### src/common/stack_consts.svh
`ifndef STACK_CONSTS_SVH
`define STACK_CONSTS_SVH

// Data word is a 4-bit tag above a 16-bit value
`define WORD_SIZE 20

// Memory address and stack pointer width
`define ADDR_SIZE 16

// Word address times four plus a 2-bit slot index
`define IP_SIZE 18

// Number of words in the shared memory
`define MEM_SIZE 8192

// Stack grows down from near the top of memory
`define SP_RESET (`MEM_SIZE - 8)

// First pointer step wraps to word 0, slot 0
`define IP_RESET {`IP_SIZE{1'b1}}

`endif
### src/common/stack_pkg.sv
package stack_pkg;

	`include "stack_consts.svh"

	typedef logic [`WORD_SIZE-1:0] word_t;
	typedef logic [`ADDR_SIZE-1:0] addr_t;
	typedef logic [`IP_SIZE-1:0] iptr_t;

	// Codes 24 to 31 carry a parameter in the rest of the word
	typedef enum logic [4:0] {
		OP_NOP = 5'd0,
		OP_POP = 5'd3,
		OP_LOAD = 5'd4,
		OP_STORE = 5'd5,
		OP_ADD = 5'd6,
		OP_SUB = 5'd7,
		OP_GTR = 5'd9,
		OP_GTE = 5'd10,
		OP_EQ = 5'd11,
		OP_NEQ = 5'd12,
		OP_DUP = 5'd13,
		OP_AND = 5'd16,
		OP_OR = 5'd17,
		OP_XOR = 5'd18,
		OP_PUSH = 5'd25,
		OP_GOTO = 5'd26,
		OP_BFALSE = 5'd27
	} opcode_e;

	typedef enum logic [2:0] {
		STATE_IADDR_ISSUE,
		STATE_DECODE,
		STATE_GOT_NOS,
		STATE_LOAD_TOS,
		STATE_PUSH_MEM_RESULT
	} state_e;

	typedef enum logic [1:0] {
		SP_CURRENT,
		SP_DECREMENT,
		SP_INCREMENT
	} sp_sel_e;

	typedef enum logic [1:0] {
		TOS_CURRENT,
		TOS_PARAM,
		TOS_ALU_RESULT,
		TOS_MEMORY_RESULT
	} tos_sel_e;

	typedef enum logic {
		OP0_TOS,
		OP0_SP
	} op0_sel_e;

	typedef enum logic {
		OP1_MEM_READ,
		OP1_ONE
	} op1_sel_e;

	typedef enum logic [1:0] {
		MA_IP,
		MA_SP,
		MA_TOS,
		MA_ALU
	} ma_sel_e;

	typedef enum logic {
		MW_TOS,
		MW_MEM_READ
	} mw_sel_e;

	typedef enum logic [1:0] {
		IP_CURRENT,
		IP_NEXT,
		IP_BRANCH_TARGET
	} ip_sel_e;

endpackage

### src/common/core_ctrl_if.sv
interface core_ctrl_if;

	import stack_pkg::*;

	// Selects for the stack registers
	sp_sel_e sp_sel;
	tos_sel_e tos_sel;

	// ALU operands and operation
	op0_sel_e op0_sel;
	op1_sel_e op1_sel;
	opcode_e alu_op;

	// Memory port muxes
	ma_sel_e ma_sel;
	mw_sel_e mw_sel;
	logic mem_write_enable;

	ip_sel_e ip_sel;

	modport sequencer (
		output sp_sel, tos_sel, op0_sel, op1_sel, alu_op,
		output ma_sel, mw_sel, ip_sel, mem_write_enable
	);

	modport datapath (
		input sp_sel, tos_sel, op0_sel, op1_sel, alu_op,
		input ma_sel, mw_sel, mem_write_enable
	);

	modport fetch (
		input ip_sel
	);

endinterface

### src/logic/stack_core.sv
module stack_core (
	input logic clk,
	input logic arst_n,
	output stack_pkg::addr_t memory_address,
	input stack_pkg::word_t mem_read_value,
	output stack_pkg::word_t mem_write_value,
	output logic mem_write_enable
);

	import stack_pkg::*;

	opcode_e opcode;
	word_t param;
	iptr_t instruction_pointer_next;
	word_t tos;
	logic tos_zero;
	logic in_decode;

	core_ctrl_if ctrl ();

	fetch_unit u_fetch_unit (
		.clk(clk),
		.arst_n(arst_n),
		.ctrl(ctrl.fetch),
		.mem_read_value(mem_read_value),
		.tos(tos),
		.in_decode(in_decode),
		.opcode(opcode),
		.param(param),
		.instruction_pointer_next(instruction_pointer_next)
	);

	stack_datapath u_stack_datapath (
		.clk(clk),
		.arst_n(arst_n),
		.ctrl(ctrl.datapath),
		.opcode(opcode),
		.param(param),
		.instruction_pointer_next(instruction_pointer_next),
		.mem_read_value(mem_read_value),
		.tos(tos),
		.tos_zero(tos_zero),
		.memory_address(memory_address),
		.mem_write_value(mem_write_value)
	);

	sequencer u_sequencer (
		.clk(clk),
		.arst_n(arst_n),
		.ctrl(ctrl.sequencer),
		.opcode(opcode),
		.tos_zero(tos_zero),
		.in_decode(in_decode)
	);

	assign mem_write_enable = ctrl.mem_write_enable;

endmodule

### src/core/sequencer.sv
module sequencer (
	input logic clk,
	input logic arst_n,
	core_ctrl_if.sequencer ctrl,
	input stack_pkg::opcode_e opcode,
	input logic tos_zero,
	output logic in_decode
);

	import stack_pkg::*;

	state_e state;
	state_e state_next;
	// BFALSE already moved the pointer, its slot no longer holds it
	logic branch_pending;

	assign in_decode = state == STATE_DECODE;

	always_comb
	begin
		state_next = state;
		ctrl.sp_sel = SP_CURRENT;
		ctrl.tos_sel = TOS_CURRENT;
		ctrl.op0_sel = OP0_TOS;
		ctrl.op1_sel = OP1_MEM_READ;
		ctrl.alu_op = opcode;
		ctrl.ma_sel = MA_IP;
		ctrl.mw_sel = MW_TOS;
		ctrl.ip_sel = IP_CURRENT;
		ctrl.mem_write_enable = 1'b0;

		case (state)
			STATE_IADDR_ISSUE:
			begin
				ctrl.ip_sel = IP_NEXT;
				state_next = STATE_DECODE;
			end

			STATE_DECODE:
			begin
				case (opcode)
					OP_PUSH, OP_DUP:
					begin
						// Spill TOS to SP-1
						ctrl.sp_sel = SP_DECREMENT;
						ctrl.ma_sel = MA_ALU;
						ctrl.op0_sel = OP0_SP;
						ctrl.op1_sel = OP1_ONE;
						ctrl.alu_op = OP_SUB;
						ctrl.mem_write_enable = 1'b1;
						if (opcode == OP_PUSH)
							ctrl.tos_sel = TOS_PARAM;
						state_next = STATE_IADDR_ISSUE;
					end

					OP_POP:
					begin
						ctrl.ma_sel = MA_SP;
						ctrl.sp_sel = SP_INCREMENT;
						state_next = STATE_PUSH_MEM_RESULT;
					end

					OP_LOAD:
					begin
						ctrl.ma_sel = MA_TOS;
						state_next = STATE_PUSH_MEM_RESULT;
					end

					OP_STORE, OP_ADD, OP_SUB, OP_AND, OP_OR, OP_XOR,
					OP_EQ, OP_NEQ, OP_GTR, OP_GTE:
					begin
						// Fetch NOS first
						ctrl.ma_sel = MA_SP;
						state_next = STATE_GOT_NOS;
					end

					OP_GOTO:
					begin
						ctrl.ip_sel = IP_BRANCH_TARGET;
					end

					OP_BFALSE:
					begin
						if (tos_zero)
							ctrl.ip_sel = IP_BRANCH_TARGET;
						else
							ctrl.ip_sel = IP_NEXT;
						ctrl.ma_sel = MA_SP;
						ctrl.sp_sel = SP_INCREMENT;
						state_next = STATE_PUSH_MEM_RESULT;
					end

					default:
					begin
						ctrl.ip_sel = IP_NEXT;
					end
				endcase
			end

			STATE_GOT_NOS:
			begin
				if (opcode == OP_STORE)
				begin
					// NOS goes to the address in TOS
					ctrl.ma_sel = MA_TOS;
					ctrl.mw_sel = MW_MEM_READ;
					ctrl.mem_write_enable = 1'b1;
					ctrl.sp_sel = SP_INCREMENT;
					state_next = STATE_LOAD_TOS;
				end
				else
				begin
					ctrl.tos_sel = TOS_ALU_RESULT;
					ctrl.sp_sel = SP_INCREMENT;
					ctrl.ip_sel = IP_NEXT;
					state_next = STATE_DECODE;
				end
			end

			STATE_LOAD_TOS:
			begin
				ctrl.ma_sel = MA_SP;
				ctrl.sp_sel = SP_INCREMENT;
				state_next = STATE_PUSH_MEM_RESULT;
			end

			STATE_PUSH_MEM_RESULT:
			begin
				ctrl.tos_sel = TOS_MEMORY_RESULT;
				if (!branch_pending)
					ctrl.ip_sel = IP_NEXT;
				state_next = STATE_DECODE;
			end

			default:
			begin
				state_next = STATE_IADDR_ISSUE;
			end
		endcase
	end

	always_ff @(posedge clk or negedge arst_n)
	begin
		if (!arst_n)
		begin
			state <= STATE_IADDR_ISSUE;
			branch_pending <= 1'b0;
		end
		else
		begin
			state <= state_next;
			branch_pending <= in_decode && opcode == OP_BFALSE;
		end
	end

	a_no_write_on_fetch: assert property (@(posedge clk) disable iff (!arst_n)
		state == STATE_IADDR_ISSUE |-> !ctrl.mem_write_enable);

endmodule

### src/core/stack_datapath.sv
`include "stack_consts.svh"

module stack_datapath (
	input logic clk,
	input logic arst_n,
	core_ctrl_if.datapath ctrl,
	input stack_pkg::opcode_e opcode,
	input stack_pkg::word_t param,
	input stack_pkg::iptr_t instruction_pointer_next,
	input stack_pkg::word_t mem_read_value,
	output stack_pkg::word_t tos,
	output logic tos_zero,
	output stack_pkg::addr_t memory_address,
	output stack_pkg::word_t mem_write_value
);

	import stack_pkg::*;

	addr_t stack_pointer;
	addr_t stack_pointer_next;
	word_t tos_next;
	logic [15:0] alu_op0;
	logic [15:0] alu_op1;
	logic [15:0] alu_result;
	logic [15:0] diff;
	logic diff_zero;
	logic diff_negative;

	assign tos_zero = tos[15:0] == 16'd0;

	// Stack pointer mux
	always_comb
	begin
		case (ctrl.sp_sel)
			SP_DECREMENT: stack_pointer_next = stack_pointer - addr_t'(1);
			SP_INCREMENT: stack_pointer_next = stack_pointer + addr_t'(1);
			default: stack_pointer_next = stack_pointer;
		endcase
	end

	// Operand muxes, only the value field enters the ALU
	always_comb
	begin
		case (ctrl.op0_sel)
			OP0_SP: alu_op0 = stack_pointer;
			default: alu_op0 = tos[15:0];
		endcase
		case (ctrl.op1_sel)
			OP1_ONE: alu_op1 = 16'd1;
			default: alu_op1 = mem_read_value[15:0];
		endcase
	end

	assign diff = alu_op0 - alu_op1;
	assign diff_zero = diff == 16'd0;
	assign diff_negative = diff[15];

	always_comb
	begin
		case (ctrl.alu_op)
			OP_ADD: alu_result = alu_op0 + alu_op1;
			OP_SUB: alu_result = diff;
			OP_AND: alu_result = alu_op0 & alu_op1;
			OP_OR: alu_result = alu_op0 | alu_op1;
			OP_XOR: alu_result = alu_op0 ^ alu_op1;
			// Comparisons yield 0 or 1
			OP_EQ: alu_result = {15'd0, diff_zero};
			OP_NEQ: alu_result = {15'd0, !diff_zero};
			OP_GTR: alu_result = {15'd0, !diff_negative && !diff_zero};
			OP_GTE: alu_result = {15'd0, !diff_negative};
			default: alu_result = 16'd0;
		endcase
	end

	// Top of stack mux, ALU results keep the tag
	always_comb
	begin
		case (ctrl.tos_sel)
			TOS_PARAM: tos_next = param;
			TOS_ALU_RESULT: tos_next = {tos[19:16], alu_result};
			TOS_MEMORY_RESULT: tos_next = mem_read_value;
			default: tos_next = tos;
		endcase
	end

	// Memory address and write data
	always_comb
	begin
		case (ctrl.ma_sel)
			MA_SP: memory_address = stack_pointer;
			MA_TOS: memory_address = tos[15:0];
			MA_ALU: memory_address = alu_result;
			default: memory_address = instruction_pointer_next[`IP_SIZE-1:2];
		endcase
		case (ctrl.mw_sel)
			MW_MEM_READ: mem_write_value = mem_read_value;
			default: mem_write_value = tos;
		endcase
	end

	always_ff @(posedge clk or negedge arst_n)
	begin
		if (!arst_n)
		begin
			tos <= '0;
			stack_pointer <= `SP_RESET;
		end
		else
		begin
			tos <= tos_next;
			stack_pointer <= stack_pointer_next;
		end
	end

	// Popping past the top of memory means the program underflowed
	a_sp_in_range: assert property (@(posedge clk) disable iff (!arst_n)
		ctrl.sp_sel == SP_INCREMENT |=> stack_pointer < `MEM_SIZE);

	// Only an immediate push loads the parameter into TOS
	a_param_push: assert property (@(posedge clk) disable iff (!arst_n)
		ctrl.tos_sel == TOS_PARAM |-> opcode == OP_PUSH && ctrl.mem_write_enable);

endmodule

### src/core/fetch_unit.sv
`include "stack_consts.svh"

module fetch_unit (
	input logic clk,
	input logic arst_n,
	core_ctrl_if.fetch ctrl,
	input stack_pkg::word_t mem_read_value,
	input stack_pkg::word_t tos,
	input logic in_decode,
	output stack_pkg::opcode_e opcode,
	output stack_pkg::word_t param,
	output stack_pkg::iptr_t instruction_pointer_next
);

	import stack_pkg::*;

	iptr_t instruction_pointer;
	word_t latched_instruction;
	word_t current_word;
	iptr_t word_base;

	// Memory answers the fetch in DECODE, later states reuse the copy
	assign current_word = in_decode ? mem_read_value : latched_instruction;

	always_ff @(posedge clk or negedge arst_n)
	begin
		if (!arst_n)
			latched_instruction <= '0;
		else if (in_decode)
			latched_instruction <= mem_read_value;
	end

	// Slot alignment
	always_comb
	begin
		case (instruction_pointer[1:0])
			2'd0:
			begin
				opcode = opcode_e'(current_word[19:15]);
				param = {{5{current_word[14]}}, current_word[14:0]};
			end
			2'd1:
			begin
				opcode = opcode_e'(current_word[14:10]);
				param = {{10{current_word[9]}}, current_word[9:0]};
			end
			2'd2:
			begin
				opcode = opcode_e'(current_word[9:5]);
				param = {{15{current_word[4]}}, current_word[4:0]};
			end
			default:
			begin
				// Last slot has no room for a parameter
				opcode = opcode_e'(current_word[4:0]);
				param = '0;
			end
		endcase
	end

	assign word_base = {instruction_pointer[`IP_SIZE-1:2], 2'b00};

	// Next pointer mux
	always_comb
	begin
		case (ctrl.ip_sel)
			IP_NEXT:
			begin
				// A parameter fills the rest of the word
				if (opcode[4:3] == 2'b11)
					instruction_pointer_next = word_base + iptr_t'(4);
				else
					instruction_pointer_next = instruction_pointer + iptr_t'(1);
			end
			IP_BRANCH_TARGET:
				instruction_pointer_next = word_base + {param[15:0], 2'b00};
			default:
				instruction_pointer_next = instruction_pointer;
		endcase
	end

	always_ff @(posedge clk or negedge arst_n)
	begin
		if (!arst_n)
			instruction_pointer <= `IP_RESET;
		else
			instruction_pointer <= instruction_pointer_next;
	end

	// Branches always land on slot 0
	a_branch_slot0: assert property (@(posedge clk) disable iff (!arst_n)
		ctrl.ip_sel == IP_BRANCH_TARGET |=> instruction_pointer[1:0] == 2'b00);

	// The sequencer only takes BFALSE when the datapath sees a zero TOS
	a_bfalse_zero: assert property (@(posedge clk) disable iff (!arst_n)
		(ctrl.ip_sel == IP_BRANCH_TARGET && opcode == OP_BFALSE) |-> tos[15:0] == 16'd0);

endmodule

### config.mk
export PLATFORM = sky130hd
export DESIGN_NAME = stack_core
export DESIGN_NICKNAME = d
export VERILOG_FILES = /design/src/common/stack_pkg.sv /design/src/common/core_ctrl_if.sv /design/src/logic/stack_core.sv /design/src/core/sequencer.sv /design/src/core/stack_datapath.sv /design/src/core/fetch_unit.sv
export VERILOG_INCLUDE_DIRS = /design/src /design/src/common
export SDC_FILE = /design/constraint.sdc
export NUM_CORES = 1
export LEC_CHECK = 0
export BUFFER_PORTS_ARGS = -buffer_cell sky130_fd_sc_hd__buf_2
export CAP_MARGIN = 20
export CELL_PAD_IN_SITES_DETAIL_PLACEMENT = 1
export CELL_PAD_IN_SITES_GLOBAL_PLACEMENT = 1
export CORE_MARGIN = 5
export CORE_UTILIZATION = 42
export CTS_CLUSTER_SIZE = 30
export DETAILED_ROUTE_END_ITERATION = 6
export GPL_TIMING_DRIVEN = 0
export HOLD_SLACK_MARGIN = 0.06
export PLACE_DENSITY_LB_ADDON = 0.1
export SLEW_MARGIN = 20
export SYNTH_ARGS = -nofsm -noshare
export SYNTH_HDL_FRONTEND = slang
export SYNTH_SLANG_ARGS = --single-unit
### constraint.sdc
create_clock -name clk -period 6.7 [get_ports clk]
set_clock_uncertainty 0.2 [all_clocks]
set_input_delay 0.67 -clock clk [delete_from_list [all_inputs] [get_ports clk]]
set_output_delay 0.67 -clock clk [all_outputs]
set_load 0.1 [all_outputs]
==> run summary <==
status - complete, no violations
DRT iter0 DRCs - 681
number of global-route vias before repair - 10200
Root Buffer - clkbuf_16
Mean Syn Cell Area - 7.37 µm²
Final ANT Viol Nets - 0
Yosys reg bits - 78
vias per cell - 6.10
Filler cells - 2744
WHS Endpoint - u_stack_datapath.tos[19]$_DFFE_PN0P_
minimum clock period - 6560 ps
Die ar. - 25300 µm²
IO buf count - 58
Initial Utilization - 42.7%
nets - 1475
Hold Crit Depth - 2
Yosys cell types - 86
Critical Path AT - 5690 ps
Area Growth Syn to Fin - 21.6%
maximum clock rate - 0.153 GHz
Row Count - 54
sequential area share after synthesis - 21.3%
CTS clk-pin slew, worst paths - 80 ps
CTS H-tree depth - 3
final instance area - 11400 µm²
Final Hold Fails - 0
Boundary Pins - 59
crit share post-route - 97.8%
dpl cell area - 10000 µm²
most common cell in the netlist - nand2_1
Worst R2R End - u_stack_datapath.tos[0]$_DFFE_PN0P_
DP Worst Slack - -1510 ps
DP Wirelength - 29500 µm
crit path max fanout - 7
Hold WC Path Type - reg -> reg
max-cap viol count - 0
core area - 21900 µm²
TritonCTS buffer count - 9
global-route wire length before repair - 58600 µm
clock tree buffer depth - 2
GR Util All Layers - 28.8%
DRC errors left - 0
CTS Sinks - 78
syn_nets - 1379
asr flop ratio synth - 100%
Synth Instances - 1269
Startpoint Class - flip-flop
Skew-Pair Late Insertion Delay - 360 ps
largest net degree at the start of global routing - 52
DIE WIDTH - 159 µm
initial antenna violation count - 2
Max-slew headroom - 23.8%
Die Ht - 159 µm
count of final setup violators - 0
RR Startpoint - u_sequencer.state[2]$_DFFE_PN0P_
synthesized cell area - 9350 µm²
layout cell share with drive strength beyond 1 - 23.0%
CP Capture Type - output port
final worst setup slack - 144 ps
Hold Crit Start - u_stack_datapath.tos[19]$_DFFE_PN0P_
synth cell count leaders - 224 x nand2_1, 107 x a21oi_1, 99 x nor2_1
WL per Instance - 23.2 µm
synth top area cells - dfrtp_1 13%, ha_1 11%, nand2_1 9.0%
r2r setup slk - 190 ps
drt pass-1 iters - 5
required time of the critical path - 5830 ps
ys flop type - dfrtp_1
drt total wl - 38400 µm
vias - 10100
Synth Warn # - 0
Synth top area share - 13.4%
EDFF count, synth - 0
routability congestion estimate - 0.900
post-synth top area cell - dfrtp_1
CTS tree - done
final antenna diode count - 0
hold slack - 283 ps
Slew Viols, Final - 0
GRT overflow - 0
Tightest Pin Transition - 1130 ps
r2r worst-path depth - 24
WS Path Type - reg -> out
cell type report:
cell class | instances | area (µm²) | share of cell area (%)
clock buffer | 9 | 225 | 1.98
multi-input combinational | 1045 | 7360 | 64.7
clock inverter | 7 | 82.6 | 0.727
tap | 280 | 350 | 3.08
buffer | 65 | 378 | 3.32
inverter | 70 | 270 | 2.38
timing repair buffer | 96 | 712 | 6.26
sequential | 78 | 1990 | 17.5
layer usage:
metal	GRT usage [%]	vias to the layer above	part of all wire, %
met4	9.54	2	3.1
met1	38.1	4969	44
li1	-	4731	-
met5	0	-	0.034
met2	47.6	295	48
met3	5.10	70	5.3
state kept, by name, indices dropped and copies added, names as in the netlist:
register	count
u_fetch_unit.latched_instruction	20
u_stack_datapath.tos	20
u_fetch_unit.instruction_pointer	18
u_stack_datapath.stack_pointer	16
u_sequencer.state	3
u_sequencer.branch_pending	1
how the worst max path moves through the flow:
stage / cells past startpoint / end / from / slack [ps]
after floorplan: 22 / memory_address[4] / u_fetch_unit.instruction_pointer[0]$_DFFE_PN1N_ / 100
after global placement: 24 / u_stack_datapath.tos[0]$_DFFE_PN0P_ / u_fetch_unit.instruction_pointer[0]$_DFFE_PN1N_ / -1460
after detailed placement: 24 / u_stack_datapath.tos[0]$_DFFE_PN0P_ / u_fetch_unit.instruction_pointer[0]$_DFFE_PN1N_ / -1510
after CTS: 24 / memory_address[11] / u_sequencer.state[1]$_DFFE_PN0P_ / -90
after global routing: 25 / memory_address[12] / u_sequencer.state[2]$_DFFE_PN0P_ / -30
final: 22 / memory_address[12] / u_sequencer.state[2]$_DFFE_PN0P_ / 140
worst max-delay path: stages, from the launching register on:
cell	delay, ps
dfrtp_2	440
nor3b_2	220
buf_6	180
buf_6	110
mux2i_2	70
o41ai_4	360
or3b_1	400
buf_6	140
nor4_4	300
buf_4	210
buf_8	150
mux2i_4	290
ha_4	180
fa_2	220
nor2b_4	60
o31a_1	320
o31ai_2	250
a31oi_2	150
a21o_1	200
a211o_1	330
a221oi_4	360
o32ai_4	170
buf_12	190
cell families (layout without fill, tap and decap cells):
group,after synthesis,in the layout,synth area share (%)
and+or+nand+nor,470,470,23.1
AOI/OAI and AO/OA,401,401,28.4
adders and majority gates,88,88,12.1
muxes,46,46,5.25
xor gates and xnor gates,40,40,3.75
DFF,78,78,21.3
buffers and inverters,146,247,6.17
repair_timing:
action / 4_1_cts / 5_1_grt
setup buffers: 16 / 20
hold buffers: 1 / 0
gates resized for setup: 102 / 115
pin swaps: 15 / 34
setup endpoints to repair: 32 / 21
endpoints found under the hold margin: 8 / 0
cells in the final DEF, fill, tap and decap left out, drive strengths merged, types with 7 or more instances in the layout:
| cell | n |
|---|---|
| a211oi | 15 |
| o211ai | 8 |
| xor2 | 10 |
| a21oi | 108 |
| nor2 | 100 |
| and3 | 9 |
| a31oi | 9 |
| or3 | 11 |
| o41ai | 7 |
| a2bb2oi | 8 |
| clkbuf | 57 |
| ha | 84 |
| mux2 | 24 |
| a21o | 20 |
| nor3 | 33 |
| dfstp | 28 |
| o22ai | 17 |
| nor4 | 8 |
| buf | 112 |
| inv | 70 |
| dfrtp | 50 |
| xnor2 | 30 |
| o31ai | 9 |
| nand3 | 18 |
| or2 | 9 |
| a221oi | 9 |
| nand2 | 224 |
| o21a | 23 |
| o21bai | 8 |
| mux2i | 22 |
| nand4 | 7 |
| nor2b | 10 |
| and2 | 10 |
| o21ai | 98 |
per-stage QoR:
stage	util [%]	std cells	TNS [ps]
after CTS	49.5	1636	-101
after global placement	45.7	1607	-20530
after global routing	51.9	1650	-36.6
after floorplan	-	1269	0
after detailed placement	45.8	1608	-22510
final	51.9	1650	0
Power is not shown: default switching activity piles up to over one toggle a cycle in this logic, so the estimate is an artifact.
